$ cat src/feistel48_pkg.sv
// Feistel-48 shared definitions
// Widths, golden-ratio constants, key schedule constants, the AES S-box,
// and the request, whitening key, direction and FSM state types
package feistel48_pkg;

    // ==============================
    // Widths
    // ==============================
    localparam int BLOCK_W     = 128;
    localparam int HALF_W      = 64;
    localparam int KEY_W       = 256;
    localparam int ROUND_KEY_W = 128;
    localparam int ROUNDS      = 48;
    localparam int ROUND_IDX_W = 6;

    // ==============================
    // Constants
    // ==============================
    localparam logic [HALF_W-1:0] PHI_64  = 64'h9E37_79B9_7F4A_7C15;
    // Step of the key schedule accumulator
    localparam logic [KEY_W-1:0]  PHI_256 = {4{PHI_64}};

    localparam logic [KEY_W-1:0] HKDF_SALT =
        256'h00112233445566778899AABBCCDDEEFF00112233445566778899AABBCCDDEEFF;
    localparam logic [KEY_W-1:0] PRE_WHITEN_CONST =
        256'hA55AA55AA55AA55AA55AA55AA55AA55AA55AA55AA55AA55AA55AA55AA55AA55A;
    localparam logic [KEY_W-1:0] POST_WHITEN_CONST =
        256'h5AA55AA55AA55AA55AA55AA55AA55AA55AA55AA55AA55AA55AA55AA55AA55AA5;

    // AES forward S-box
    localparam logic [7:0] SBOX [256] = '{
        8'h63, 8'h7c, 8'h77, 8'h7b, 8'hf2, 8'h6b, 8'h6f, 8'hc5,
        8'h30, 8'h01, 8'h67, 8'h2b, 8'hfe, 8'hd7, 8'hab, 8'h76,
        8'hca, 8'h82, 8'hc9, 8'h7d, 8'hfa, 8'h59, 8'h47, 8'hf0,
        8'had, 8'hd4, 8'ha2, 8'haf, 8'h9c, 8'ha4, 8'h72, 8'hc0,
        8'hb7, 8'hfd, 8'h93, 8'h26, 8'h36, 8'h3f, 8'hf7, 8'hcc,
        8'h34, 8'ha5, 8'he5, 8'hf1, 8'h71, 8'hd8, 8'h31, 8'h15,
        8'h04, 8'hc7, 8'h23, 8'hc3, 8'h18, 8'h96, 8'h05, 8'h9a,
        8'h07, 8'h12, 8'h80, 8'he2, 8'heb, 8'h27, 8'hb2, 8'h75,
        8'h09, 8'h83, 8'h2c, 8'h1a, 8'h1b, 8'h6e, 8'h5a, 8'ha0,
        8'h52, 8'h3b, 8'hd6, 8'hb3, 8'h29, 8'he3, 8'h2f, 8'h84,
        8'h53, 8'hd1, 8'h00, 8'hed, 8'h20, 8'hfc, 8'hb1, 8'h5b,
        8'h6a, 8'hcb, 8'hbe, 8'h39, 8'h4a, 8'h4c, 8'h58, 8'hcf,
        8'hd0, 8'hef, 8'haa, 8'hfb, 8'h43, 8'h4d, 8'h33, 8'h85,
        8'h45, 8'hf9, 8'h02, 8'h7f, 8'h50, 8'h3c, 8'h9f, 8'ha8,
        8'h51, 8'ha3, 8'h40, 8'h8f, 8'h92, 8'h9d, 8'h38, 8'hf5,
        8'hbc, 8'hb6, 8'hda, 8'h21, 8'h10, 8'hff, 8'hf3, 8'hd2,
        8'hcd, 8'h0c, 8'h13, 8'hec, 8'h5f, 8'h97, 8'h44, 8'h17,
        8'hc4, 8'ha7, 8'h7e, 8'h3d, 8'h64, 8'h5d, 8'h19, 8'h73,
        8'h60, 8'h81, 8'h4f, 8'hdc, 8'h22, 8'h2a, 8'h90, 8'h88,
        8'h46, 8'hee, 8'hb8, 8'h14, 8'hde, 8'h5e, 8'h0b, 8'hdb,
        8'he0, 8'h32, 8'h3a, 8'h0a, 8'h49, 8'h06, 8'h24, 8'h5c,
        8'hc2, 8'hd3, 8'hac, 8'h62, 8'h91, 8'h95, 8'he4, 8'h79,
        8'he7, 8'hc8, 8'h37, 8'h6d, 8'h8d, 8'hd5, 8'h4e, 8'ha9,
        8'h6c, 8'h56, 8'hf4, 8'hea, 8'h65, 8'h7a, 8'hae, 8'h08,
        8'hba, 8'h78, 8'h25, 8'h2e, 8'h1c, 8'ha6, 8'hb4, 8'hc6,
        8'he8, 8'hdd, 8'h74, 8'h1f, 8'h4b, 8'hbd, 8'h8b, 8'h8a,
        8'h70, 8'h3e, 8'hb5, 8'h66, 8'h48, 8'h03, 8'hf6, 8'h0e,
        8'h61, 8'h35, 8'h57, 8'hb9, 8'h86, 8'hc1, 8'h1d, 8'h9e,
        8'he1, 8'hf8, 8'h98, 8'h11, 8'h69, 8'hd9, 8'h8e, 8'h94,
        8'h9b, 8'h1e, 8'h87, 8'he9, 8'hce, 8'h55, 8'h28, 8'hdf,
        8'h8c, 8'ha1, 8'h89, 8'h0d, 8'hbf, 8'he6, 8'h42, 8'h68,
        8'h41, 8'h99, 8'h2d, 8'h0f, 8'hb0, 8'h54, 8'hbb, 8'h16
    };

    // ==============================
    // Types
    // ==============================
    typedef logic [HALF_W-1:0]      half_t;
    typedef logic [BLOCK_W-1:0]     block_t;
    typedef logic [KEY_W-1:0]       master_key_t;
    typedef logic [ROUND_KEY_W-1:0] round_key_t;
    typedef logic [ROUND_IDX_W-1:0] round_idx_t;

    typedef enum logic [0:0] {
        CIPHER_ENCRYPT = 1'b0,
        CIPHER_DECRYPT = 1'b1
    } cipher_dir_e;

    typedef struct packed {
        master_key_t key;
        block_t      block;
        cipher_dir_e dir;
    } cipher_req_t;

    typedef struct packed {
        round_key_t pre;
        round_key_t post;
    } whiten_keys_t;

    typedef enum logic [1:0] {
        ST_IDLE   = 2'd0,
        ST_KEYS   = 2'd1,
        ST_ROUNDS = 2'd2,
        ST_DONE   = 2'd3
    } ctrl_state_e;

endpackage
$ cat src/feistel_ctrl.sv
// Feistel-48 controller
// Sequences key expansion, load, 48 rounds and finish. Latches the
// direction at start and presents the round index ascending for
// encryption, descending for decryption
module feistel_ctrl
    import feistel48_pkg::*;
(
    input  logic        clk,
    input  logic        reset,
    input  logic        start_i,
    input  cipher_dir_e dir_i,
    input  logic        keys_done_i,
    output logic        keys_start_o,
    output logic        load_o,
    output logic        round_en_o,
    output logic        finish_o,
    output round_idx_t  round_idx_o,
    output cipher_dir_e dir_o,
    output logic        busy_o,
    output logic        done_o
);

    ctrl_state_e state_q;
    round_idx_t  round_cnt_q;
    cipher_dir_e dir_q;
    logic        last_round;

    assign last_round = round_cnt_q == ROUND_IDX_W'(ROUNDS - 1);

    // Start is only honoured when idle
    assign keys_start_o = start_i && (state_q == ST_IDLE);
    assign load_o       = (state_q == ST_KEYS) && keys_done_i;
    assign round_en_o   = state_q == ST_ROUNDS;
    assign finish_o     = state_q == ST_DONE;
    assign busy_o       = state_q != ST_IDLE;
    assign dir_o        = dir_q;

    // Decryption walks the key file backwards
    assign round_idx_o = (dir_q == CIPHER_DECRYPT) ?
                         ROUND_IDX_W'(ROUNDS - 1) - round_cnt_q : round_cnt_q;

    always_ff @(posedge clk or posedge reset) begin
        if (reset) begin
            state_q     <= ST_IDLE;
            round_cnt_q <= '0;
            dir_q       <= CIPHER_ENCRYPT;
            done_o      <= 1'b0;
        end else begin
            done_o <= 1'b0;
            case (state_q)
                ST_IDLE: begin
                    if (keys_start_o) begin
                        state_q <= ST_KEYS;
                        dir_q   <= dir_i;
                    end
                end
                ST_KEYS: begin
                    if (keys_done_i) begin
                        state_q     <= ST_ROUNDS;
                        round_cnt_q <= '0;
                    end
                end
                ST_ROUNDS: begin
                    if (last_round) begin
                        state_q <= ST_DONE;
                    end else begin
                        round_cnt_q <= round_cnt_q + 1'b1;
                    end
                end
                ST_DONE: begin
                    state_q <= ST_IDLE;
                    done_o  <= 1'b1;
                end
                default: state_q <= ST_IDLE;
            endcase
        end
    end

    a_done_single: assert property (@(posedge clk) disable iff (reset)
        done_o |=> !done_o);

    // Rounds only run after a load, back to back
    a_round_after_load: assert property (@(posedge clk) disable iff (reset)
        round_en_o |-> $past(load_o) || $past(round_en_o));

endmodule

$ cat config.mk
export PLATFORM = sky130hd
export DESIGN_NAME = feistel_ctrl
export DESIGN_NICKNAME = d
export VERILOG_FILES = /design/src/feistel48_pkg.sv /design/src/feistel_ctrl.sv
export SDC_FILE = /design/constraint.sdc
export NUM_CORES = 1
export LEC_CHECK = 0
export BUFFER_PORTS_ARGS = -buffer_cell sky130_fd_sc_hd__buf_2
export CAP_MARGIN = 20
export CELL_PAD_IN_SITES_DETAIL_PLACEMENT = 1
export CELL_PAD_IN_SITES_GLOBAL_PLACEMENT = 1
export CORE_ASPECT_RATIO = 0.9
export CORE_MARGIN = 4
export CORE_UTILIZATION = 41
export DETAILED_ROUTE_END_ITERATION = 8
export PLACE_DENSITY = 0.83
export SLEW_MARGIN = 20
export SYNTH_ARGS = -nofsm -noshare
export SYNTH_HDL_FRONTEND = slang
export SYNTH_SLANG_ARGS = --single-unit
export TNS_END_PERCENT = 100
$ cat constraint.sdc
create_clock -name clk -period 2.6 [get_ports clk]
set_clock_uncertainty 0.1 [all_clocks]
set_input_delay 0.13 -clock clk [delete_from_list [all_inputs] [get_ports clk]]
set_output_delay 0.13 -clock clk [all_outputs]
set_load 0.05 [all_outputs]
==> metrics, run 1 <==
H-tree level count 1; fmax 527.6 MHz; CP startpoint kind flop; status finished clean; total track usage 16.31%; register area share after synthesis 35.27%; ANT nets after route 0; Post-synth EDFFs 0; FF-to-FF setup slack 0.79 ns; Ports 18; vias post-DR 599; normalized max-slew margin 64.65%; per-cell routed wire length 13.69 µm; async set or reset register ratio after synthesis 100.0%; post-place setup slack 0.7867 ns; Setup Fix Bufs, Post-CTS 0; clk sinks 10; Hold Path End round_cnt_q[1]; mapped cell area 709.4 µm²; Die Ht 47.46 µm; DR iter-0 viols 6; cts repair resizes 0; Detailed Place HPWL 1.250 mm; RSZ-0062 raised after global routing no; GR Overflow Total 0; Reg-to-Reg End round_cnt_q[0]; first-pass GRT wire length 2.829 mm; # setup viols final 0; RePlAce Congestion 0.7828; post-synth top area share 35.27%; TNS Setup 0 ns; port bufs 17; area grow syn2layout 21.52%; Fill cells 186; critical-path cell list inv_1 > ha_1 > buf_2; Remaining DRCs 0; # nets final 106; WP data required 2.37 ns; Worst setup EP type output pin; #FFs+latches synth 10; minimum clock period 1.896 ns; row cnt 13; largest area contributor in the netlist dfrtp_1; commonest non-fill, non-tap cells in the layout buf_2 (17), dfrtp_1 (10), inv_1 (9); actual slew at the worst max-slew pin 0.5302 ns; WP data arrival 1.67 ns; syn_area_per_cell 9.718 µm²; CTS Buf Count 3; max cap viols 0; R2R depth 4; main flop type after synthesis dfrtp_1; Hold Crit Start keys_done_i; Mapped Cells 73; ranking of synthesized cells by area dfrtp_1 (35%), ha_1 (12%), xor2_1 (4.9%); Setup CP Type reg -> out; Reg clk slew, reported paths 0.07 ns; slack of the critical path 0.7045 ns; initial antenna violation count 0; CTS tree done; clk buf depth 2; most common cell after layout, fill and taps aside buf_2; cts hold-fix bufs 2; crit share post-route 72.90%; critical path's slowest cell ha_1; Post-Layout Cell Count 115; length of the first detailed-routing pass in iterations 4; largest net degree at the start of global routing 17; Hold Crit Class in -> reg; full die area 0.002461 mm²; Slew Limit Fails 0; Clock Latency Late Sink 0.27 ns; Initial Util 45.91%; slowest stage delay, CP 0.50 ns; Worst R2R Start state_q[0]; final WL 1.574 mm; number of global-route vias before repair 632; Synth Warn # 0; Hold Fails Final Rpt 0; Core Region 0.001545 mm²; number of cells on the worst hold path 3; Die Wd 51.85 µm; Ant. Diodes 0; Cell variety after synth 30; syn_nets 85; layout cells sized above 1 33.33%; Vias/cell 5.209; Inst Count DP 109; crit path max fanout 16; Root Buffer clkbuf_4
critical path: cells and delay by family (launching register included):
family     cells  cell delay, ns
buf+inv        2            0.48
fa+ha+maj      1            0.50
flops          1            0.42
layout make-up:
type | count | area, µm² | share of cell area [%]
repair buffers | 19 | 105.1 | 12.19
well taps | 22 | 27.53 | 3.193
flip-flops and latches | 10 | 250.2 | 29.03
inverters | 9 | 33.78 | 3.919
clock buffers | 4 | 36.28 | 4.209
multi-input cells | 51 | 409.1 | 47.46
routing by layer:
| metal | GRT usage, % | vias up | part of all wire [%] |
|---|---|---|---|
| li1 | - | 296 | - |
| met1 | 19.46 | 286 | 47 |
| met2 | 27.57 | 12 | 47 |
| met3 | 6.542 | 5 | 4.7 |
| met4 | 4.712 | 0 | 1.6 |
| met5 | 0 | - | 0 |
cell families (layout without fill, tap and decap cells):
kind of cell | count (synthesis) | after routing | synth area share, %
adders and majority gates | 7 | 7 | 12.35
muxes | 4 | 4 | 6.173
buffers and inverters | 12 | 32 | 7.054
DFF | 10 | 10 | 35.27
xor gates and xnor gates | 4 | 4 | 4.938
AOI/OAI and AO/OA | 16 | 16 | 15.52
and+or+nand+nor | 20 | 20 | 18.70
synthesized netlist by cell type, types with 2 or more instances:
cell,number
nand3_1,5
and2_1,2
nor3_2,2
a22o_1,3
xor2_1,4
nor2_1,3
o22ai_1,2
dfrtp_1,10
o21ai_0,4
o21ai_1,2
mux2_2,2
inv_1,9
ha_1,7
nand2_1,2
through the flow:
step | hold slack [ns] | util, % | cell area, µm²
after detailed placement | 0.03687 | 52.15 | 805.8
after global placement | 0.02912 | 52.15 | 805.8
after global routing | 0.1044 | 55.79 | 862.1
after floorplan | -0.1298 | - | 709.4
after CTS | 0.07985 | 55.79 | 862.1
final | 0.08482 | 55.79 | 862.1
worst max path at each step:
stage / startpoint / to / slack (ns) / cells after the start
2_1_floorplan: dir_o / round_idx_o[3] / 0.66 / 2
3_3_place_gp: state_q[0] / round_cnt_q[4] / 0.77 / 4
3_5_place_dp: state_q[0] / round_cnt_q[0] / 0.79 / 4
4_1_cts: state_q[0] / round_en_o / 0.68 / 3
5_1_grt: state_q[0] / round_en_o / 0.61 / 3
6_report: state_q[0] / round_en_o / 0.70 / 3
state kept, by name, indices dropped and copies added, names as in the netlist:
register     flops
dir_o            1
round_cnt_q      6
done_o           1
state_q          2
Power of run 1 is not shown: default switching activity piles up to over one toggle a cycle in this logic, so the estimate is an artifact.
==> run 2, diff against run 1 <==
--- a/config.mk
+++ b/config.mk
@@ -11,9 +11,9 @@
 export CELL_PAD_IN_SITES_GLOBAL_PLACEMENT = 1
 export CORE_ASPECT_RATIO = 0.9
 export CORE_MARGIN = 4
-export CORE_UTILIZATION = 41
+export CORE_UTILIZATION = 38
 export DETAILED_ROUTE_END_ITERATION = 8
-export PLACE_DENSITY = 0.83
+export PLACE_DENSITY = 0.78
 export SLEW_MARGIN = 20
 export SYNTH_ARGS = -nofsm -noshare
 export SYNTH_HDL_FRONTEND = slang
==> constraint.sdc (replaced) <==
create_clock -name clk -period 1.9 [get_ports clk]
set_clock_uncertainty 0.1 [all_clocks]
set_input_delay 0.095 -clock clk [delete_from_list [all_inputs] [get_ports clk]]
set_output_delay 0.095 -clock clk [all_outputs]
set_load 0.05 [all_outputs]
==> metrics, run 2 (synthesis gave the netlist of run 1 again) <==
Reg clk slew, reported paths 0.07 ns; most common cell after layout, fill and taps aside buf_2; GR Overflow Total 0; Hold Crit Class in -> reg; Vias/cell 5.101; Worst setup EP type flop; Core Region 0.001717 mm²; area grow syn2layout 23.46%; Inst Count DP 114; worst hold slack 0.06813 ns; Hold Fails Final Rpt 0; Ant. Diodes 0; # setup viols final 0; CTS tree done; per-cell routed wire length 14.09 µm; WP data required 1.94 ns; critical-path cell list inv_1 > ha_1 > nand2b_2 > o21ai_1 > a21oi_2 > mux2_1; max FFs per register 6; ANT nets after route 0; final WL 1.677 mm; number of global-route vias before repair 602; status finished clean; RSZ-0062 raised after global routing no; clk sinks 10; Layout Utilization 51.02%; Reg with most FFs round_cnt_q; port bufs 17; H-tree level count 1; max cap viols 0; layout cells sized above 1 35.79%; Fill cells 231; Initial Util 41.33%; Post-Layout Cell Count 119; Die Ht 48.99 µm; CP startpoint kind flop; # nets final 109; Root Buffer clkbuf_4; row cnt 14; Detailed Place HPWL 1.328 mm; Largest regs round_cnt_q: 6 flops, state_q: 2 flops; Buf/Inv on CP 1; initial antenna violation count 0; vias post-DR 607; Remaining DRCs 0; normalized max-slew margin 73.25%; actual slew at the worst max-slew pin 0.3971 ns; total track usage 14.37%; minimum clock period 1.742 ns; slowest stage delay, CP 0.40 ns; DR iter-0 viols 4; crit share post-route 91.68%; commonest non-fill, non-tap cells in the layout buf_2 (17), dfrtp_1 (10), inv_1 (9); CP delay by family, top flip-flops; Setup CP Type reg -> reg; crit path max fanout 8; Setup Fix Bufs, Post-CTS 0; critical path's slowest cell dfrtp_1; Clock Latency Late Sink 0.26 ns; RePlAce Congestion 0.8231; clk buf depth 2; first-pass GRT wire length 2.760 mm; length of the first detailed-routing pass in iterations 4; WP data arrival 1.79 ns; Slew Limit Fails 0; Ports 18; TNS Setup 0 ns; CTS Buf Count 3; Die Wd 53.55 µm; full die area 0.002623 mm²; largest net degree at the start of global routing 17; fmax 574.1 MHz
-- run 2: tightest hold or removal path, stage by stage --
cell,delay (ns)
buf_2,0.11
o2111ai_1,0.11
nand3_1,0.08
-- run 2: metal layers --
layer	vias to the layer above	track usage, %	wire, µm
met5	-	0	0
li1	300	-	-
met3	2	2.752	56
met2	9	21.22	802
met4	0	6.383	10
met1	296	19.85	807
-- run 2: path summary, 6_finish.rpt --
check,start,end,slack [ns],cells after the start
max in group asynchronous,reset,state_q[0],1.16,3
worst min register to register,round_cnt_q[4],round_cnt_q[4],0.47,1
worst max-delay path,state_q[1],state_q[1],0.16,6
worst max register to register,state_q[1],state_q[1],0.16,6
worst min-delay path,keys_done_i,round_cnt_q[1],0.07,3
min in group asynchronous,reset,round_cnt_q[2],0.26,3
-- run 2: area by class of cell --
type,instances,area [µm²],share of cell area [%]
inverters,9,33.78,3.857
clock buffers,3,22.52,2.571
repair buffers,22,127.6,14.57
multi-input cells,51,411.6,47.00
flip-flops and latches,10,250.2,28.57
well taps,24,30.03,3.429
-- run 2: timing repair --
action / in CTS / in global routing
endpoints found under the hold margin: 11 / 0
gates resized for setup: 1 / 0
setup endpoints to repair: 1 / 0
hold buffers: 2 / 0
-- run 2: through the flow --
stage / instance area [µm²] / setup slack (ns)
floorplan: 709.4 / -0.005217
global placement: 830.8 / 0.09833
detailed placement: 830.8 / 0.06316
CTS: 875.8 / 0.1706
global route: 875.8 / 0.06438
finish: 875.8 / 0.1581
Power of run 2 is left out for the same reason.
